--- src/hdl/smu_spi_pkg.sv ---
/*
  SPI link definitions for the SMU control bank
  frame sizes, raw pin bundle, synchronized events and the committed frame
  imported by the SPI stages and the top level
*/

package smu_spi_pkg;

  //////////////////////////////////////////////////
  // frame geometry

  // one frame is an address byte then a value byte, msb first
  localparam int FRAME_BITS = 16;
  localparam int ADDR_BITS  = 8;
  localparam int DATA_BITS  = 8;

  //////////////////////////////////////////////////
  // pin and event bundles

  // raw pins from the mcu, still asynchronous to clk
  typedef struct packed {
    logic sclk;
    logic cs_n;
    logic mosi;
  } spi_pins_t;

  // single-cycle strobes in the clk domain
  // cs_start on cs_n fall, cs_end on cs_n rise
  typedef struct packed {
    logic sclk_rise;
    logic sclk_fall;
    logic cs_start;
    logic cs_end;
    logic mosi;       // synchronized level, aligned with the strobes
  } spi_events_t;

  // committed write frame, valid for one cycle
  typedef struct packed {
    logic                 valid;
    logic [ADDR_BITS-1:0] addr;
    logic [DATA_BITS-1:0] value;  // high nibble clear bits, low nibble set bits
  } reg_frame_t;

endpackage

--- src/hdl/smu_reg_pkg.sv ---
/*
  SMU control register map
  address and command encodings, the register image and its two presets
  imported by the register file and the top level
*/

package smu_reg_pkg;

  // every control register is one nibble wide
  localparam int REG_BITS = 4;

  //////////////////////////////////////////////////
  // address map

  // register addresses plus the two command opcodes
  typedef enum logic [7:0] {
    CMD_POWERUP      = 8'd6,
    LED              = 8'd7,
    MUX              = 8'd8,
    DAC              = 8'd9,
    RAILS            = 8'd10,
    CMD_SOFT_RESET   = 8'd11,
    DAC_REF_MUX      = 8'd12,
    ADC              = 8'd14,
    MUX_POL          = 8'd15,
    MUX_SEL          = 8'd16,
    RELAY_COM        = 8'd17,
    IRANGE_X_SW      = 8'd18,
    MON_RAILS        = 8'd19,   // read only, board inputs
    RAILS_OE         = 8'd24,
    INA_VFB_SW       = 8'd25,
    INA_IFB_SW       = 8'd28,
    INA_VFB_ATTEN_SW = 8'd29,
    ISENSE_MUX       = 8'd30,
    RELAY_OUT        = 8'd31,
    IRANGE_YZ_SW     = 8'd33
  } reg_addr_e;

  //////////////////////////////////////////////////
  // register image

  // first field sits at the msb end
  typedef struct packed {
    logic [REG_BITS-1:0] led;
    logic [REG_BITS-1:0] mux;               // peripheral chip-select routing
    logic [REG_BITS-1:0] dac;
    logic [REG_BITS-1:0] rails;
    logic [REG_BITS-1:0] dac_ref_mux;
    logic [REG_BITS-1:0] adc;
    logic [REG_BITS-1:0] mux_pol;
    logic [REG_BITS-1:0] mux_sel;
    logic [REG_BITS-1:0] relay_com;
    logic [REG_BITS-1:0] irange_x_sw;
    logic [REG_BITS-1:0] rails_oe;
    logic [REG_BITS-1:0] ina_vfb_sw;
    logic [REG_BITS-1:0] ina_ifb_sw;
    logic [REG_BITS-1:0] ina_vfb_atten_sw;
    logic [REG_BITS-1:0] isense_mux;
    logic [REG_BITS-1:0] relay_out;
    logic [REG_BITS-1:0] irange_yz_sw;
  } ctrl_regs_t;

  // safe state, rails off and analog switches open
  // also the power-on state
  localparam ctrl_regs_t SOFT_RESET_REGS = '{
    mux_pol: 4'hF, mux_sel: 4'hF,         // dg444 active low, off
    rails_oe: 4'h1,                       // rail enable active low, held off
    ina_ifb_sw: 4'hF, isense_mux: 4'hF,
    ina_vfb_atten_sw: 4'h3,               // opto pair
    default: 4'h0
  };

  // rails-on preset, mux and dac are taken from the live registers instead
  localparam ctrl_regs_t POWERUP_REGS = '{
    led: 4'h0, mux: 4'h0, dac: 4'h0,
    rails: 4'h3,                          // +5V and +-15V on
    dac_ref_mux: 4'h3, adc: 4'h0,
    mux_pol: 4'hF, mux_sel: 4'hF, relay_com: 4'h0, irange_x_sw: 4'h0,
    rails_oe: 4'h0,                       // outputs driven
    ina_vfb_sw: 4'hF, ina_ifb_sw: 4'hF, ina_vfb_atten_sw: 4'h3,
    isense_mux: 4'hF, relay_out: 4'h0, irange_yz_sw: 4'h0
  };

  // answer for any address with nothing to read
  localparam logic [7:0] READ_MISS = 8'hFF;

endpackage

--- src/hdl/spi_input_sync.sv ---
/*
  SPI pin synchronizer, first stage of the control bank
  brings sclk, cs_n and mosi into the clk domain and turns edges into strobes
  strobes appear three clk cycles after the pin edge
*/

module spi_input_sync import smu_spi_pkg::*;
(
  input  logic        clk,
  input  logic        reset,
  input  spi_pins_t   pins,
  output spi_events_t evt
);

  // idle bus, mode 0 clock low and chip select released
  localparam spi_pins_t PINS_IDLE = '{sclk: 1'b0, cs_n: 1'b1, mosi: 1'b0};

  spi_pins_t meta;    // first flop, may go metastable
  spi_pins_t sync;    // second flop, safe to use
  spi_pins_t prev;    // sync delayed by one for edge detect

  //////////////////////////////////////////////////
  // synchronizer and edge register

  always_ff @(posedge clk)
  begin
    if (reset)
    begin
      meta <= PINS_IDLE;
      sync <= PINS_IDLE;
      prev <= PINS_IDLE;
      evt  <= '0;
    end
    else
    begin
      meta <= pins;
      sync <= meta;
      prev <= sync;
      // strobes registered, keeps mosi in step with sclk_rise
      evt <= '{
        sclk_rise: sync.sclk & ~prev.sclk,
        sclk_fall: ~sync.sclk & prev.sclk,
        cs_start:  ~sync.cs_n & prev.cs_n,
        cs_end:    sync.cs_n & ~prev.cs_n,
        mosi:      sync.mosi
      };
    end
  end

endmodule

--- src/hdl/spi_frame_shifter.sv ---
/*
  SPI frame shifter, second stage of the control bank
  counts and shifts mosi bits per chip-select cycle, latches the read address
  after the first byte, shifts readback out on bank_miso, emits 16-bit frames
*/

module spi_frame_shifter import smu_spi_pkg::*; import smu_reg_pkg::*;
(
  input  logic                 clk,
  input  logic                 reset,
  input  spi_events_t          evt,
  input  logic [DATA_BITS-1:0] rd_data,
  output reg_addr_e            rd_addr,
  output reg_frame_t           frame,
  output logic                 bank_miso
);

  // room to count past 16 so long frames are caught
  localparam int CNT_BITS = $clog2(FRAME_BITS) + 1;

  logic                  active;      // between cs_start and cs_end
  logic [CNT_BITS-1:0]   bit_cnt;     // saturating
  logic [FRAME_BITS-1:0] rx_sr;
  logic [DATA_BITS-1:0]  tx_sr;
  logic                  frame_valid;
  logic                  shift_en;
  logic                  cnt_full;

  // sample only inside a frame and never on a cs edge
  assign shift_en = active & evt.sclk_rise & ~evt.cs_start & ~evt.cs_end;
  assign cnt_full = &bit_cnt;

  //////////////////////////////////////////////////
  // frame control and miso side

  always_ff @(posedge clk)
  begin
    if (reset)
    begin
      active      <= 1'b0;
      bit_cnt     <= '0;
      tx_sr       <= '1;
      bank_miso   <= 1'b1;
      frame_valid <= 1'b0;
    end
    else
    begin
      frame_valid <= 1'b0;
      if (evt.cs_start)
      begin
        active    <= 1'b1;
        bit_cnt   <= '0;
        tx_sr     <= '1;
        bank_miso <= 1'b1;
      end
      else if (evt.cs_end)
      begin
        active <= 1'b0;
        // commit only on an exact 16-bit frame
        frame_valid <= active && (bit_cnt == CNT_BITS'(FRAME_BITS));
      end
      else if (active)
      begin
        if (shift_en && !cnt_full)
          bit_cnt <= bit_cnt + CNT_BITS'(1);
        // mode 0, next bit goes out after the falling edge
        if (evt.sclk_fall)
        begin
          if (bit_cnt == CNT_BITS'(ADDR_BITS))
          begin
            // address byte done, start the readback byte
            bank_miso <= rd_data[DATA_BITS-1];
            tx_sr     <= {rd_data[DATA_BITS-2:0], 1'b1};
          end
          else
          begin
            // ones fill while the address is still coming in
            bank_miso <= tx_sr[DATA_BITS-1];
            tx_sr     <= {tx_sr[DATA_BITS-2:0], 1'b1};
          end
        end
      end
    end
  end

  //////////////////////////////////////////////////
  // receive shift and read address

  always_ff @(posedge clk)
  begin
    if (shift_en)
    begin
      // msb first, shift toward the top
      rx_sr <= {rx_sr[FRAME_BITS-2:0], evt.mosi};
      // eighth bit completes the address byte
      if (bit_cnt == CNT_BITS'(ADDR_BITS - 1))
        rd_addr <= reg_addr_e'({rx_sr[ADDR_BITS-2:0], evt.mosi});
    end
  end

  // rx_sr holds still after cs_end, so the frame can read it directly
  assign frame = '{
    valid: frame_valid,
    addr:  rx_sr[FRAME_BITS-1:DATA_BITS],
    value: rx_sr[DATA_BITS-1:0]
  };

endmodule

--- src/hdl/ctrl_reg_file.sv ---
/*
  Control register file, third stage of the control bank
  applies set, clear and toggle writes and the two command presets,
  and answers readback for the LED register and the rail monitors
*/

module ctrl_reg_file import smu_spi_pkg::*; import smu_reg_pkg::*;
(
  input  logic                 clk,
  input  logic                 reset,
  input  reg_frame_t           frame,
  input  reg_addr_e            rd_addr,
  input  logic [REG_BITS-1:0]  mon_rails,
  output logic [DATA_BITS-1:0] rd_data,
  output ctrl_regs_t           regs
);

  // powerup preset with the live mux and dac folded in
  ctrl_regs_t powerup_next;

  //////////////////////////////////////////////////
  // nibble update rule

  // low nibble sets, high nibble clears
  // a bit named in both nibbles toggles
  function automatic logic [REG_BITS-1:0] apply_update(
    input logic [REG_BITS-1:0]  cur,
    input logic [DATA_BITS-1:0] value
  );
    logic [REG_BITS-1:0] set_bits;
    logic [REG_BITS-1:0] clr_bits;
    logic [REG_BITS-1:0] both;
    set_bits = value[REG_BITS-1:0];
    clr_bits = value[DATA_BITS-1:REG_BITS];
    both     = set_bits & clr_bits;
    if (|both)
      return cur ^ both;
    return (cur | set_bits) & ~clr_bits;
  endfunction

  // dac is set up before the rails come on, mux stays put mid-transfer
  always_comb
  begin
    powerup_next     = POWERUP_REGS;
    powerup_next.mux = regs.mux;
    powerup_next.dac = regs.dac;
  end

  //////////////////////////////////////////////////
  // write side

  always_ff @(posedge clk)
  begin
    if (reset)
      regs <= SOFT_RESET_REGS;
    else if (frame.valid)
    begin
      case (reg_addr_e'(frame.addr))
        LED:              regs.led <= apply_update(regs.led, frame.value);
        MUX:              regs.mux <= apply_update(regs.mux, frame.value);
        DAC:              regs.dac <= apply_update(regs.dac, frame.value);
        RAILS:            regs.rails <= apply_update(regs.rails, frame.value);
        DAC_REF_MUX:      regs.dac_ref_mux <= apply_update(regs.dac_ref_mux, frame.value);
        ADC:              regs.adc <= apply_update(regs.adc, frame.value);
        MUX_POL:          regs.mux_pol <= apply_update(regs.mux_pol, frame.value);
        MUX_SEL:          regs.mux_sel <= apply_update(regs.mux_sel, frame.value);
        RELAY_COM:        regs.relay_com <= apply_update(regs.relay_com, frame.value);
        IRANGE_X_SW:      regs.irange_x_sw <= apply_update(regs.irange_x_sw, frame.value);
        RAILS_OE:         regs.rails_oe <= apply_update(regs.rails_oe, frame.value);
        INA_VFB_SW:       regs.ina_vfb_sw <= apply_update(regs.ina_vfb_sw, frame.value);
        INA_IFB_SW:       regs.ina_ifb_sw <= apply_update(regs.ina_ifb_sw, frame.value);
        INA_VFB_ATTEN_SW:
          regs.ina_vfb_atten_sw <= apply_update(regs.ina_vfb_atten_sw, frame.value);
        ISENSE_MUX:       regs.isense_mux <= apply_update(regs.isense_mux, frame.value);
        RELAY_OUT:        regs.relay_out <= apply_update(regs.relay_out, frame.value);
        IRANGE_YZ_SW:     regs.irange_yz_sw <= apply_update(regs.irange_yz_sw, frame.value);
        // commands, value byte ignored
        CMD_SOFT_RESET:   regs <= SOFT_RESET_REGS;
        CMD_POWERUP:      regs <= powerup_next;
        // mon_rails and unmapped addresses, no effect
        default:          ;
      endcase
    end
  end

  //////////////////////////////////////////////////
  // read side

  // combinational from the latched address
  always_comb
  begin
    case (rd_addr)
      LED:       rd_data = {{(DATA_BITS - REG_BITS){1'b0}}, regs.led};
      MON_RAILS: rd_data = {{(DATA_BITS - REG_BITS){1'b0}}, mon_rails};
      default:   rd_data = READ_MISS;
    endcase
  end

endmodule

--- src/hdl/periph_spi_router.sv ---
/*
  Peripheral SPI router, last stage of the control bank
  cs2_n fans out to the peripherals picked by the mux register,
  miso comes from those peripherals or from the bank itself
*/

module periph_spi_router #(
  parameter int NUM_PERIPH = 4
)
(
  input  logic                  cs2_n,
  input  logic [NUM_PERIPH-1:0] mux_sel,
  input  logic                  bank_miso,
  input  logic [NUM_PERIPH-1:0] periph_miso,
  output logic [NUM_PERIPH-1:0] periph_cs_n,
  output logic                  miso
);

  always_comb
  begin
    if (!cs2_n)
    begin
      // selected peripherals get an active-low select
      periph_cs_n = ~mux_sel;
      miso        = |(mux_sel & periph_miso);
    end
    else
    begin
      // cs2 idle, bank owns miso
      periph_cs_n = '1;
      miso        = bank_miso;
    end
  end

endmodule

--- src/hdl/smu_ctrl_top.sv ---
/*
  SMU control bank top level
  SPI register bank with set, clear and toggle writes and peripheral routing
  the register image leaves as one packed struct
*/

module smu_ctrl_top import smu_spi_pkg::*; import smu_reg_pkg::*; #(
  parameter int NUM_PERIPH = 4
)
(
  input  logic                  clk,
  input  logic                  reset,
  input  spi_pins_t             pins,
  input  logic                  cs2_n,
  input  logic [NUM_PERIPH-1:0] periph_miso,
  input  logic [REG_BITS-1:0]   mon_rails,
  output logic                  miso,
  output logic [NUM_PERIPH-1:0] periph_cs_n,
  output ctrl_regs_t            regs
);

  spi_events_t          evt;
  reg_frame_t           frame;
  reg_addr_e            rd_addr;
  logic [DATA_BITS-1:0] rd_data;
  logic                 bank_miso;

  //////////////////////////////////////////////////
  // pipeline, pins to registers

  spi_input_sync sync_i (
    .clk   (clk),
    .reset (reset),
    .pins  (pins),
    .evt   (evt)
  );

  spi_frame_shifter shifter_i (
    .clk       (clk),
    .reset     (reset),
    .evt       (evt),
    .rd_data   (rd_data),
    .rd_addr   (rd_addr),
    .frame     (frame),
    .bank_miso (bank_miso)
  );

  ctrl_reg_file reg_file_i (
    .clk       (clk),
    .reset     (reset),
    .frame     (frame),
    .rd_addr   (rd_addr),
    .mon_rails (mon_rails),
    .rd_data   (rd_data),
    .regs      (regs)
  );

  // low mux bits route the second chip select
  periph_spi_router #(.NUM_PERIPH(NUM_PERIPH)) router_i (
    .cs2_n       (cs2_n),
    .mux_sel     (regs.mux[NUM_PERIPH-1:0]),
    .bank_miso   (bank_miso),
    .periph_miso (periph_miso),
    .periph_cs_n (periph_cs_n),
    .miso        (miso)
  );

endmodule

--- config.mk ---
export PLATFORM = sky130hd
export DESIGN_NAME = smu_ctrl_top
export DESIGN_NICKNAME = d
export VERILOG_FILES = /design/src/hdl/smu_spi_pkg.sv /design/src/hdl/smu_reg_pkg.sv /design/src/hdl/spi_input_sync.sv /design/src/hdl/spi_frame_shifter.sv /design/src/hdl/ctrl_reg_file.sv /design/src/hdl/periph_spi_router.sv /design/src/hdl/smu_ctrl_top.sv
export SDC_FILE = /design/constraint.sdc
export NUM_CORES = 1
export LEC_CHECK = 0
export BUFFER_PORTS_ARGS = -buffer_cell sky130_fd_sc_hd__clkbuf_2
export CORE_UTILIZATION = 30
export DETAILED_ROUTE_END_ITERATION = 10
export GPL_ROUTABILITY_DRIVEN = 0
export PLACE_DENSITY = 0.57
export SLEW_MARGIN = 20
export SYNTH_ARGS = -nofsm -noshare
export SYNTH_HDL_FRONTEND = slang
export SYNTH_SLANG_ARGS = --single-unit
--- constraint.sdc ---
create_clock -name clk -period 5.7 [get_ports clk]
set_input_delay 0.285 -clock clk [delete_from_list [all_inputs] [get_ports clk]]
set_output_delay 0.285 -clock clk [all_outputs]
set_load 0.005 [all_outputs]
== After elaboration in Yosys (flattened, before gate mapping) ==
Index checks and enable logic that the tools add are counted.

* Input port bits: 14
* Bits in registers: 121
* Output and inout bits: 73

* Bitwise gates (word level): 68
* Add/sub/neg operators: 1
* Equality and inequality tests: 24
* Muxes and demuxes: 110
* Reductions and logical operators: 47

{| class="wikitable"
|+ Operators by type and width
! operator !! count
|-
| 4-bit two-way mux || 35
|-
| 4-bit case mux with 2 select lines || 13
|-
| 8-bit by 5-bit == test with 1-bit output, second input constant || 10
|-
| 4-bit AND || 19
|-
| 4-bit OR || 17
|-
| 4-bit bitwise XOR || 17
|-
| 8-bit by 4-bit == test with 1-bit output, second input constant || 7
|-
| 1-bit two-way mux || 56
|-
| 4-bit case mux with 3 select lines || 4
|-
| 2-bit AND reduction || 18
|-
| 2-bit nonzero test || 14
|-
| 8-bit by 3-bit == test with 1-bit output, second input constant || 3
|-
| 8-bit case mux with 2 select lines || 1
|-
| 3-bit nonzero test || 4
|-
| 8-bit by 6-bit == test with 1-bit output, second input constant || 1
|-
| 8-bit two-way mux || 1
|-
| 4-bit inverter || 2
|-
| 4-bit OR reduction || 2
|-
| 1-bit AND || 7
|-
| 1-bit inverter || 6
|-
| 3-bit AND reduction || 2
|-
| 5-bit by 1-bit adder with 5-bit output, second input constant || 1
|-
| 5-bit by 3-bit == test with 1-bit output, second input constant || 1
|-
| 5-bit by 4-bit == test with 1-bit output, second input constant || 1
|-
| other kinds (6) || 8
|}

== Depth between registers and ports, before layout ==
Gate-level depths: netlist of run 1.

* Depth after elaboration: 8
* Depth in mapped cells: 8
* Depth with buffers taken out: 7

== By module ==
Synthesis of run 1 repeated with hierarchy kept, for this count alone.

* Cell total of the unflattened synthesis: 595
* Area, all modules: 5502.8 µm²

{| class="wikitable"
|+ Modules (own cells, without submodules)
! module !! cells an instance !! instances !! area an instance (µm²)
|-
| ctrl_reg_file || 450 || 1 || 3642.2
|-
| spi_frame_shifter || 109 || 1 || 1453.9
|-
| spi_input_sync || 27 || 1 || 360.3
|-
| periph_spi_router || 9 || 1 || 46.3
|}

== Worst setup path before layout of run 1 ==
OpenSTA, ideal clock, no wires.

* Path type: reg-to-reg
* Start: reg shifter_i.rx_sr[13]
* End: reg reg_file_i.regs[24] (netlist name)
* Setup time: 0.114 ns
* Stages on the path, launching flop included: 7
* Arrival: 2.077 ns
* Clock period less this slack: 2.191 ns
* Path buffers: 1
* Setup slack: 3.509 ns
* Cell sequence: edfxtp_1 or4b_4 buf_6 nor3_4 a31oi_2 or4b_1 a21o_1

* Word-level cells in the longest chain between the ends: 3
* Elaborated cells between the ends (all ways): 6
* Classes of those cells: eq/ne (3); mux (1); reduce/logical (2)

{| class="wikitable"
|+ RTL lines
! element !! RTL line !! source
|-
| from (decl) || spi_frame_shifter.sv:23 || <nowiki>logic [FRAME_BITS-1:0] rx_sr;</nowiki>
|-
| from (signal assigned) || spi_frame_shifter.sv:94 || <nowiki>rx_sr <= {rx_sr[FRAME_BITS-2:0], evt.mosi};</nowiki>
|-
| 8-bit by 5-bit == test with 1-bit output, or another cell as far along || ctrl_reg_file.sv:58 || <nowiki>case (reg_addr_e'(frame.addr))</nowiki>
|-
| 3-bit nonzero test (no line) || n/a ||
|-
| 2-bit AND reduction (no line) || n/a ||
|}

Parallel ways exist; a longest one is shown, timed or not.
A chain may end at the register's enable or synchronous reset.

== Final worst setup path of run 1 ==
* Start: reg shifter_i.rx_sr[8]
* End: reg reg_file_i.regs[3] (netlist name)

* Word-level cells in the longest chain between the ends: 4
* Elaborated cells between the ends (all ways): 7
* Classes of those cells: eq/ne (3); mux (1); reduce/logical (3)

{| class="wikitable"
|+ RTL lines
! element !! RTL line
|-
| 8-bit by 4-bit == test with 1-bit output / 8-bit by 3-bit == test with 1-bit output (equally long branches) || ctrl_reg_file.sv:58
|-
| 2-bit OR reduction (no line) || n/a
|-
| 2-bit nonzero test (no line) || n/a
|-
| 2-bit AND reduction (no line) || n/a
|}

Parallel ways exist; a longest one is shown, timed or not.

==> out/metrics.csv, run 1 <==
stage,metric,value,unit
sta,Final WS setup,2.88,ns
sta,Final period util,0.495,
logic_synthesis,synthesized cell area,5210,sq um
critical_path,"Max FO, Critical Path",14,
sta,final setup vio count,0,
grt,first-pass GRT wire length,24.4,mm
critical_path,delay of the slowest critical-path stage,0.69,ns
route,total iterations of the first detailed-routing run,6,
clock_tree,PostCTS Resize Cnt,0,
finish,final non-filler cell total,864,
logic_synthesis,Synth Area in Adders,0.00721,
place,Buffers on Ports,86,
critical_path,critical path launch point type,register,
logic_synthesis,"count leader, synth",dfxtp_1,
power,Worst VDD drop,179,uV
logic_synthesis,"top cells by count, synth","96 x dfxtp_1, 72 x a21oi_1, 56 x o21ai_0, 26 x nor2_1",
critical_path,flop2flop setup slack,2.88,ns
place,detailed placement HPWL,10.5,mm
clock_tree,clk root buf,clkbuf_16,
logic_synthesis,post-synth cell types,65,
sta,Max-slew headroom,0.313,
finish,number of diodes,0,
route,vias per cell,5.53,
logic_synthesis,mux cell area share after synthesis,0.00625,
route,drt drc,0,
finish,share of cells above drive strength 1,0.225,
status,status,"complete, no violations",
grt,largest net degree at the start of global routing,65,
critical_path,Crit-path slowest cell,o211ai_1,
place,DP Cell Count,832,
finish,FF/Latch Area,2640,sq um
route,DR WL/cell,17.4,um
critical_path,critical path's top delay family,compound AO/OA/AOI/OAI gates,
logic_synthesis,"EDFF count, synth",24,
floorplan,I/O pin cnt,87,
power,total power,2.00,mW
route,Vias,4774,
critical_path,WS Path Type,reg -> reg,
flow_run,max-capacitance violation count,0,
clock_tree,htree depth,4,
sta,crit path time final,2.82,ns
place,"worst slack, placed",2.95,ns
floorplan,die height,134,um
logic_synthesis,largest family of logic cells by synthesized area,compound AO/OA/AOI/OAI gates,
critical_path,most frequent CP cell,o211ai_1,
floorplan,Initial Util,0.311,
critical_path,CP Capture Type,register,
power,Static Leak,2.46,nW
critical_path,Worst Path Required,6.03,ns
power,power per cell area,310,nW/um^2
sta,setup TNS,0,ns
sta,clk_skew,0.0104,ns
logic_synthesis,cells after synthesis,552,
grt,grt ovf,0,
finish,multi-input logic area,2430,sq um
floorplan,Core Footprint,16800,sq um
logic_synthesis,post-synthesis simple-gate area fraction,0.202,
place,dpl cell area,5820,sq um
clock_tree,Clock Sinks,120,
finish,# fillers,1682,
logic_synthesis,Synth Flop Type,dfxtp_1,
clock_tree,CTS buffer count,17,
logic_synthesis,Mapped Avg Cell Area,9.44,sq um
logic_synthesis,"flops & latches, synth",120,
critical_path,"Cell Chain, Critical Path",nor3b_1 > o211ai_1 > o211ai_1 > or3_1 > a21oi_1,
sta,Max Clock Freq,354,MHz
logic_synthesis,Synth Area in Compound Gates,0.241,
sta,Worst-Margin Slew,1.02,ns
route,drt first-iter violations,423,
logic_synthesis,Ys Warns,0,
finish,nets@finish,648,
floorplan,Core Rows,47,
clock_tree,clk buf depth,2,
grt,number of global-route vias before repair,4552,
clock_tree,Post CTS Setup Buffer Count,0,
sta,"Hold Violations, Final",0,
sta,Final Slew Violations,0,
clock_tree,CTS tree,built,
clock_tree,"CTS clk-pin slew, worst paths",0.05,ns
logic_synthesis,Synth async-reset ratio,0,
floorplan,Die X-Extent,134,um
critical_path,crit path DAT,3.15,ns
logic_synthesis,Synth Area in XOR/XNOR,0.00841,
route,remaining antenna violation count,0,
clock_tree,hold buffer count at cts,0,
logic_synthesis,Yosys top cell area share,0.369,
grt,GRT Total Usage,0.176,
logic_synthesis,"Net Count, Synth",569,
finish,area grow syn2layout,23.8,%
critical_path,CP bufs+invs,0,
finish,Finished Cell Area,6450,sq um
worst_hold_path,class of the worst hold path,in -> reg,
clock_tree,clock latency on the worst-skew pair,0.41,ns
route,Routed WL,15.1,mm
logic_synthesis,Synth area leaders,"dfxtp_1 37%, edfxtp_1 14%, a21oi_1 6.9%",
grt,initial antenna violation count,0,
logic_synthesis,"area leader, netlist",dfxtp_1,
sta,RSZ-0062 raised after global routing,no,
logic_synthesis,sequential share of the synthesized area,0.507,
floorplan,Die ar.,17900,sq um
==> placed cells by master, fill, tap and decap left out, drive strengths merged, types with 8 or more instances in the layout <==
cell type | synthesis | final
a21oi | 72 | 72
and3 | 15 | 15
clkbuf | 22 | 114
dfxtp | 96 | 96
edfxtp | 24 | 24
nand2 | 22 | 22
nand2b | 8 | 8
nor2 | 27 | 27
nor2b | 17 | 17
nor3 | 20 | 20
o211ai | 8 | 8
o21ai | 58 | 58
o31ai | 10 | 10
or2 | 10 | 10
or3 | 24 | 24
==> area by class of cell <==
class	count	area share
clock buffers	28	0.0900
repair buffers	88	0.0691
well taps	220	0.0427
multi-input cells	397	0.377
clock inverters	4	0.00757
flip-flops and latches	120	0.410
inverters	7	0.00407
==> kinds of logic (layout without fill, tap and decap cells) <==
| kind of cell | Yosys count | after routing |
|---|---|---|
| compound gates | 204 | 204 |
| xor+xnor | 5 | 5 |
| fa+ha+maj | 3 | 3 |
| buf+inv | 35 | 127 |
| flops | 120 | 120 |
| mux | 3 | 3 |
| simple gates | 182 | 182 |
==> through the flow <==
stage | hold slack [ns] | util
after floorplan | 0.383 | -
after global placement | 0.389 | 0.347
after detailed placement | 0.394 | 0.347
after CTS | 0.0384 | 0.385
after global routing | 0.0506 | 0.385
final | 0.0572 | 0.385
==> state kept, by name, summed over array words and instances, names as in the netlist <==
name and count:
shifter_i.bit_cnt 5, shifter_i.frame_valid 1, sync_i.prev 2, shifter_i.active 1, shifter_i.tx_sr 7, shifter_i.rd_addr 8
sync_i.evt 5, shifter_i.bank_miso 1, sync_i.sync 3, sync_i.meta 3, shifter_i.rx_sr 16, reg_file_i.regs 68
==> worst paths after layout <==
kind                                    startpoint                 end  cells after the start
worst min register to register      sync_i.prev[2]       sync_i.evt[4]                      1
worst max-delay path            shifter_i.rx_sr[8]  reg_file_i.regs[3]                      5
worst min-delay path                       pins[1]      sync_i.meta[1]                      2
worst max register to register  shifter_i.rx_sr[8]  reg_file_i.regs[3]                      5
==> routing by layer <==
layer  GRT usage  wire length (um)
met2       0.270              6570
met5           0                 0
met4      0.0682               191
met1       0.237              7010
met3      0.0441              1300
==> where the power goes <==
group          internal [mW]  total (mW)  switching, mW
sequential             0.867       0.869        0.00188
combinational        0.00918      0.0270         0.0178
clock                  0.736        1.11          0.369
Power figures use the tool's default switching activity.
==> run 2: changes to the inputs <==
- ABC_AREA: unset -> 1
- clock period: 5.7 -> 2.33 ns (I/O delays scaled with it)
==> run 2 against run 1 <==
  * Register-to-register slack got worse by 2.5 ns
  * Sequential cell count did not move
  * Largest power group unchanged
  * Non-clock buffer count rose by 31
  * Critical path depth rose by 2
  * Global-route usage rose by 2.3 points
  * Core utilization fell by 1.9 points
  * Count of clock-buffer cells in the layout fell by 10
  * Worst setup slack got worse by 2.5 ns
  * Area after synthesis rose by 33%
  * Clock skew barely moved
  * Synthesized cell count rose by 96%
  * Highest routed layer unchanged
==> out/metrics.csv, run 2 <==
stage,metric,value,unit,change
status,status,"complete, no violations",,unchanged
place,dpl cell area,7680,sq um,was 5820 sq um
finish,# fillers,2423,,"was 1,682"
clock_tree,"CTS clk-pin slew, worst paths",0.07,ns,was 0.05 ns
critical_path,delay of the slowest critical-path stage,0.40,ns,was 0.69 ns
logic_synthesis,Yosys top cell area share,0.278,,was 0.369
clock_tree,Clock Sinks,120,,unchanged
finish,Largest register FFs,68,,unchanged
floorplan,Core Footprint,22600,sq um,"was 16,800 sq um"
route,Vias,7133,,"was 4,774"
logic_synthesis,synthesized cell area,6900,sq um,was 5210 sq um
flow_run,max-capacitance violation count,0,,unchanged
finish,"most common cell after layout, fill and taps aside",nand2_1,,was dfxtp_1
floorplan,I/O pin cnt,87,,unchanged
logic_synthesis,"count leader, synth",nand2_1,,was dfxtp_1
grt,routing usage on met1,0.269,,was 0.237
grt,number of global-route vias before repair,6540,,"was 4,552"
grt,GRT Total Usage,0.199,,was 0.176
route,remaining antenna violation count,0,,unchanged
finish,nets@finish,1190,,was 648
power,combinational power share,0.019,,was 0.013
sta,Final period util,0.819,,was 0.495
critical_path,"Max FO, Critical Path",5,,was 14
route,drt drc,0,,unchanged
finish,register bank with the most flops,reg_file_i.regs,,unchanged
sta,Max-slew headroom,0.559,,was 0.313
floorplan,Core Rows,55,,was 47
critical_path,critical path launch point type,register,,unchanged
sta,Final Slew Violations,0,,unchanged
critical_path,WS Path Type,reg -> reg,,unchanged
clock_tree,clk buf depth,2,,unchanged
clock_tree,htree depth,4,,unchanged
power,total power,4.70,mW,was 2.00 mW
critical_path,Reg-to-Reg Start,shifter_i.rx_sr[14],,was shifter_i.rx_sr[8]
floorplan,Die X-Extent,154,um,was 134 um
logic_synthesis,sequential share of the synthesized area,0.383,,was 0.507
grt,grt met3 use,0.0400,,was 0.0441
floorplan,Initial Util,0.306,,was 0.311
clock_tree,clk root buf,clkbuf_16,,unchanged
finish,Final Core Density,0.366,,was 0.385
floorplan,Die ar.,23600,sq um,"was 17,900 sq um"
finish,Regs by FF count,"reg_file_i.regs: 68 flops, shifter_i.rx_sr: 16 flops, shifter_i.rd_addr: 8 flops",,unchanged
sta,Max Clock Freq,524,MHz,was 354 MHz
critical_path,critical path's top delay family,simple AND/OR/NAND/NOR gates,,was compound AO/OA/AOI/OAI gates
logic_synthesis,"flops & latches, synth",120,,unchanged
grt,largest net degree at the start of global routing,45,,was 65
critical_path,Worst Path Required,2.69,ns,was 6.03 ns
place,Buffers on Ports,86,,unchanged
logic_synthesis,"Net Count, Synth",1097,,was 569
sta,Worst-Margin Slew,0.661,ns,was 1.02 ns
critical_path,CP startpoint,shifter_i.rx_sr[14],,was shifter_i.rx_sr[8]
route,DR WL/cell,15.7,um,was 17.4 um
route,drt first-iter violations,661,,was 423
logic_synthesis,Synth async-reset ratio,0,,unchanged
logic_synthesis,"area leader, netlist",dfxtp_1,,unchanged
grt,routing usage on met2,0.308,,was 0.270
route,Routed WL,23.1,mm,was 15.1 mm
logic_synthesis,Synth area leaders,"dfxtp_1 28%, nand2_1 19%, edfxtp_1 10%",,"was dfxtp_1 37%, edfxtp_1 14%, a21oi_1 6.9%"
power,Worst VDD drop,359,uV,was 179 uV
critical_path,CP bufs+invs,0,,unchanged
finish,most frequent cells in the layout,"345 x nand2_1, 134 x nor2_1, 111 x inv_1",,"was 96 x dfxtp_1, 86 x clkbuf_2, 72 x a21oi_1"
sta,clk_skew,0.0100,ns,was 0.0104 ns
route,vias per cell,4.85,,was 5.53
logic_synthesis,"EDFF count, synth",24,,unchanged
route,total iterations of the first detailed-routing run,5,,was 6
power,power per cell area,569,nW/um^2,was 310 nW/um^2
critical_path,"Cell Chain, Critical Path",nor2_1 > nand3_1 > nor2_1 > nand3_1 > nand2_2 > nand2_1 > a21oi_1,,was nor3b_1 > o211ai_1 > o211ai_1 > or3_1 > a21oi_1
finish,FF/Latch Area,2640,sq um,unchanged
place,detailed placement HPWL,15.6,mm,was 10.5 mm
grt,GR peak layer,met2,,unchanged
finish,Finished Cell Area,8260,sq um,was 6450 sq um
sta,setup TNS,0,ns,unchanged
floorplan,die height,154,um,was 134 um
clock_tree,Post CTS Setup Buffer Count,0,,unchanged
clock_tree,PostCTS Resize Cnt,0,,unchanged
logic_synthesis,post-synth cell types,33,,was 65
sta,final setup vio count,0,,unchanged
worst_hold_path,hold path startpoint,mon_rails[1],,was pins[1]
worst_hold_path,class of the worst hold path,in -> reg,,unchanged
logic_synthesis,cells after synthesis,1080,,was 552
logic_synthesis,Mapped Avg Cell Area,6.39,sq um,was 9.44 sq um
sta,"Hold Violations, Final",0,,unchanged
logic_synthesis,"top cells by count, synth","345 x nand2_1, 134 x nor2_1, 111 x inv_1, 104 x nand3_1, 96 x dfxtp_1",,"was 96 x dfxtp_1, 72 x a21oi_1, 56 x o21ai_0, 26 x nor2_1"
power,Static Leak,3.87,nW,was 2.46 nW
clock_tree,CTS buffer count,17,,unchanged
power,Clk pwr share,0.530,,was 0.552
clock_tree,CTS tree,built,,unchanged
grt,first-pass GRT wire length,36.2,mm,was 24.4 mm
sta,crit path time final,1.91,ns,was 2.82 ns
grt,initial antenna violation count,0,,unchanged
power,Int Pwr,3.62,mW,was 1.61 mW
logic_synthesis,Ys Warns,0,,unchanged
sta,RSZ-0062 raised after global routing,no,,unchanged
finish,share of cells above drive strength 1,0.149,,was 0.225
critical_path,CP Capture Type,register,,unchanged
finish,multi-input logic area,3540,sq um,was 2430 sq um
clock_tree,clock latency on the worst-skew pair,0.43,ns,was 0.41 ns
logic_synthesis,Synth Flop Type,dfxtp_1,,unchanged
critical_path,Crit-path slowest cell,edfxtp_1,,was o211ai_1
power,Net Switching,1.08,mW,was 389 uW
finish,number of diodes,0,,unchanged
power,Sw Ratio,0.229,,was 0.194
critical_path,crit path DAT,2.27,ns,was 3.15 ns
power,register share of total power,0.451,,was 0.434
sta,Fin Hold WS,0.120,ns,was 0.0572 ns
finish,area grow syn2layout,19.7,%,was 23.8%
grt,grt ovf,0,,unchanged
## run 2: worst paths after layout
kind	endpoint	slack, ns	depth (start not counted)
min reg2reg	sync_i.sync[0]	0.40	2
max reg2reg	reg_file_i.regs[29]	0.42	7
min	shifter_i.tx_sr[2]	0.12	5
max	reg_file_i.regs[29]	0.42	7
## run 2: what timing repair did
action	in CTS	in global routing
endpoints found under the setup margin	0	0
hold endpoints to repair	4	0
hold buffers	4	0
## run 2: per-stage QoR
step | worst slack, ns | cells
floorplan | 0.361 | 1080
global placement | 0.407 | 1435
detailed placement | 0.433 | 1435
CTS | 0.410 | 1471
global route | 0.237 | 1471
finish | 0.422 | 1471
## run 2: cell type report
cell class,count,share of cell area
clock inverter,14,0.0132
multi-input combinational,797,0.428
tap,285,0.0431
inverter,118,0.0536
timing repair buffer,119,0.0893
clock buffer,18,0.0531
sequential,120,0.320
## run 2: cell families after synthesis
kind of cell / count (synthesis) / share of synthesized area
buffers and inverters: 163 / 0.105
xor gates and xnor gates: 2 / 0.00254
adders and majority gates: 3 / 0.00544
DFF: 120 / 0.383
AOI/OAI and AO/OA: 166 / 0.125
and+or+nand+nor: 626 / 0.380
## run 2: metal layers
layer | routed length [um] | vias to the layer above | part of all wire
li1 | - | 3621 | -
met1 | 10800 | 3234 | 0.47
met2 | 10200 | 247 | 0.44
met3 | 1540 | 31 | 0.067
met4 | 582 | 0 | 0.025
met5 | 0 | - | 0
## run 2: power by group through the flow
stage	sequential (mW)	combinational (mW)	clock, mW
6_report	2.12	0.0886	2.49
5_1_grt	2.12	0.0994	2.63
4_1_cts	2.12	0.0885	2.53
3_5_place_dp	2.17	0.0831	0
3_3_place_gp	2.17	0.0829	0
2_1_floorplan	2.17	0.0492	0
## run 2: worst register-to-register path, stage by stage (launching register included)
cell      delay (ns)
edfxtp_1        0.40
nor2_1          0.25
nand3_1         0.11
nor2_1          0.31
nand3_1         0.37
nand2_2         0.23
nand2_1         0.07
a21oi_1         0.11
==> run 3: changes to the inputs <==
- clock period: 2.33 -> 1.6 ns (I/O delays scaled with it)
==> run 3 against run 2 <==
  * The flow now finishes with violations (setup timing)
  * Count of clock-buffer cells in the layout increased by 5
  * Core utilization is 6.3 points higher
  * Worst hold slack got worse by 0.033 ns
  * Critical path depth rose by 3
  * Critical path type unchanged
  * Largest power group unchanged
  * Sequential cell count did not move
  * First-iteration DRC count down 5.0%
  * Clock skew about the same
==> out/metrics.csv, run 3 (synthesis gave the netlist of run 2 again) <==
stage,metric,value,unit,change
route,total iterations of the first detailed-routing run,7,,was 5
route,drt first-iter violations,628,,was 661
critical_path,crit path DAT,1.94,ns,was 2.27 ns
sta,crit path time final,1.64,ns,was 1.91 ns
clock_tree,clock latency on the worst-skew pair,0.42,ns,was 0.43 ns
critical_path,critical path launch point type,register,,unchanged
critical_path,"Max FO, Critical Path",6,,was 5
clock_tree,CTS tree,built,,unchanged
finish,area grow syn2layout,40.2,%,was 19.7%
floorplan,Core Rows,55,,unchanged
clock_tree,CTS buffer count,17,,unchanged
finish,Regs by FF count,"reg_file_i.regs: 68 flops, shifter_i.rx_sr: 16 flops, shifter_i.rd_addr: 8 flops",,unchanged
critical_path,critical path's top delay family,simple AND/OR/NAND/NOR gates,,unchanged
power,power per cell area,747,nW/um^2,was 569 nW/um^2
finish,final non-filler cell total,1552,,"was 1,471"
route,Routed WL,24.7,mm,was 23.1 mm
route,vias per cell,4.90,,was 4.85
sta,final setup vio count,30,,was 0
floorplan,Die X-Extent,154,um,unchanged
flow_run,max-capacitance violation count,0,,unchanged
route,remaining antenna violation count,0,,unchanged
critical_path,Worst Path Required,1.89,ns,was 2.69 ns
grt,GRT Total Usage,0.200,,was 0.199
sta,RSZ-0062 raised after global routing,yes,,was no
route,Vias,7598,,"was 7,133"
route,DR WL/cell,15.9,um,was 15.7 um
sta,Final WS setup,-0.0428,ns,was 0.422 ns
sta,Final period util,1.03,,was 0.819
grt,first-pass GRT wire length,36.5,mm,was 36.2 mm
finish,number of diodes,0,,unchanged
grt,initial antenna violation count,0,,unchanged
finish,"most common cell after layout, fill and taps aside",nand2_1,,unchanged
sta,Worst-Margin Slew,0.417,ns,was 0.661 ns
power,Worst VDD drop,593,uV,was 359 uV
finish,most frequent cells in the layout,"325 x nand2_1, 109 x inv_1, 108 x nor2_1",,"was 345 x nand2_1, 134 x nor2_1, 111 x inv_1"
critical_path,Crit-path slowest cell,edfxtp_1,,unchanged
finish,share of cells above drive strength 1,0.272,,was 0.149
finish,register bank with the most flops,reg_file_i.regs,,unchanged
floorplan,Initial Util,0.306,,unchanged
power,Static Leak,4.49,nW,was 3.87 nW
critical_path,delay of the slowest critical-path stage,0.46,ns,was 0.40 ns
status,failing checks,setup timing,,
clock_tree,clk root buf,clkbuf_16,,unchanged
clock_tree,htree depth,4,,unchanged
critical_path,"Cell Chain, Critical Path",inv_2 > nand2_2 > nor2_4 > nand2_4 > nand2_8 > buf_12 > clkbuf_16 > nor2_1 > nand2_1 > a21oi_2,,was nor2_1 > nand3_1 > nor2_1 > nand3_1 > nand2_2 > nand2_1 > a21oi_1
grt,grt ovf,0,,unchanged
sta,Max-slew headroom,0.722,,was 0.559
floorplan,I/O pin cnt,87,,unchanged
clock_tree,"CTS clk-pin slew, worst paths",0.06,ns,was 0.07 ns
grt,number of global-route vias before repair,6445,,"was 6,540"
sta,clk_skew,0.0101,ns,was 0.0100 ns
floorplan,Core Footprint,22600,sq um,unchanged
sta,"Hold Violations, Final",0,,unchanged
grt,largest net degree at the start of global routing,27,,was 45
critical_path,WS Path Type,reg -> reg,,unchanged
floorplan,Die ar.,23600,sq um,unchanged
clock_tree,Clock Sinks,120,,unchanged
worst_hold_path,class of the worst hold path,in -> reg,,unchanged
finish,Largest register FFs,68,,unchanged
route,drt drc,0,,unchanged
floorplan,die height,154,um,unchanged
finish,nets@finish,1272,,"was 1,190"
sta,setup TNS,-0.573,ns,was 0 ns
critical_path,CP Capture Type,register,,unchanged
place,detailed placement HPWL,16.7,mm,was 15.6 mm
place,DP Cell Count,1499,,"was 1,435"
status,status,finished with violations,,"was complete, no violations"
sta,Max Clock Freq,609,MHz,was 524 MHz
sta,Fin Hold WS,0.0872,ns,was 0.120 ns
power,total power,7.22,mW,was 4.70 mW
place,Buffers on Ports,86,,unchanged
critical_path,CP bufs+invs,3,,was 0
clock_tree,clk buf depth,2,,unchanged
sta,Final Slew Violations,0,,unchanged
==> run 3: changes by cell type in the layout (fill, tap and decap cells not counted), sizes merged <==
cell and delta:
nand2 +2, clkinvlp -2, clkinv -5, clkbuf +13, bufinv +2, inv -1
buf +72
==> run 3: worst paths after layout <==
check,startpoint,endpoint,slack [ns],cells after the start
worst max-delay path,shifter_i.rx_sr[8],reg_file_i.regs[27],-0.04,10
worst min-delay path,mon_rails[2],shifter_i.tx_sr[3],0.09,5
worst max register to register,shifter_i.rx_sr[8],reg_file_i.regs[27],-0.04,10
worst min register to register,sync_i.meta[2],sync_i.sync[2],0.40,2
==> run 3: final cells by class <==
cell class / instances / area [sq um]
multi-input cells: 799 / 3970
inverters: 118 / 447
clock inverters: 8 / 119
clock buffers: 23 / 489
well taps: 285 / 357
repair buffers: 199 / 1650
fillers: 2329 / 12900
flip-flops and latches: 120 / 2640
==> run 3: report_power, final <==
group / switching [mW] / total, mW / internal [mW]
logic: 0.0931 / 0.147 / 0.0540
registers: 0.00473 / 3.09 / 3.09
clock network: 1.38 / 3.98 / 2.61
total: 1.48 / 7.22 / 5.75
==> run 3: layer usage <==
metal | up-vias | share of wire | global-route usage
li1 | 3806 | - | -
met1 | 3503 | 0.45 | 0.273
met2 | 261 | 0.46 | 0.321
met3 | 28 | 0.069 | 0.0400
met4 | 0 | 0.020 | 0.0505
met5 | - | 0 | 0
==> run 3: repair_timing <==
action	4_1_cts	5_1_grt
hold buffers	4	0
gates cloned	1	11
setup endpoints to repair	60	73
endpoints found under the hold margin	6	0
pin swaps	3	27
gates resized for setup	17	117
buffers inserted	1	5
==> run 3: worst reg2reg max path: cells and delay by family, from the launching register on <==
kind                   cells  cell delay, ns
AO/OA/AOI/OAI              1            0.05
flip-flops                 1            0.46
AND/OR/NAND/NOR            6            0.59
buffers and inverters      3            0.43
==> run 3: metrics by stage <==
stage               setup WS [ns]  cell area [sq um]   util
finish                    -0.0428               9680  0.429
global route               -0.117               9680  0.429
CTS                      -0.00154               8980  0.398
detailed placement        -0.0900               8250  0.366
global placement          -0.0871               8250  0.366
floorplan                  0.0113               6910      -
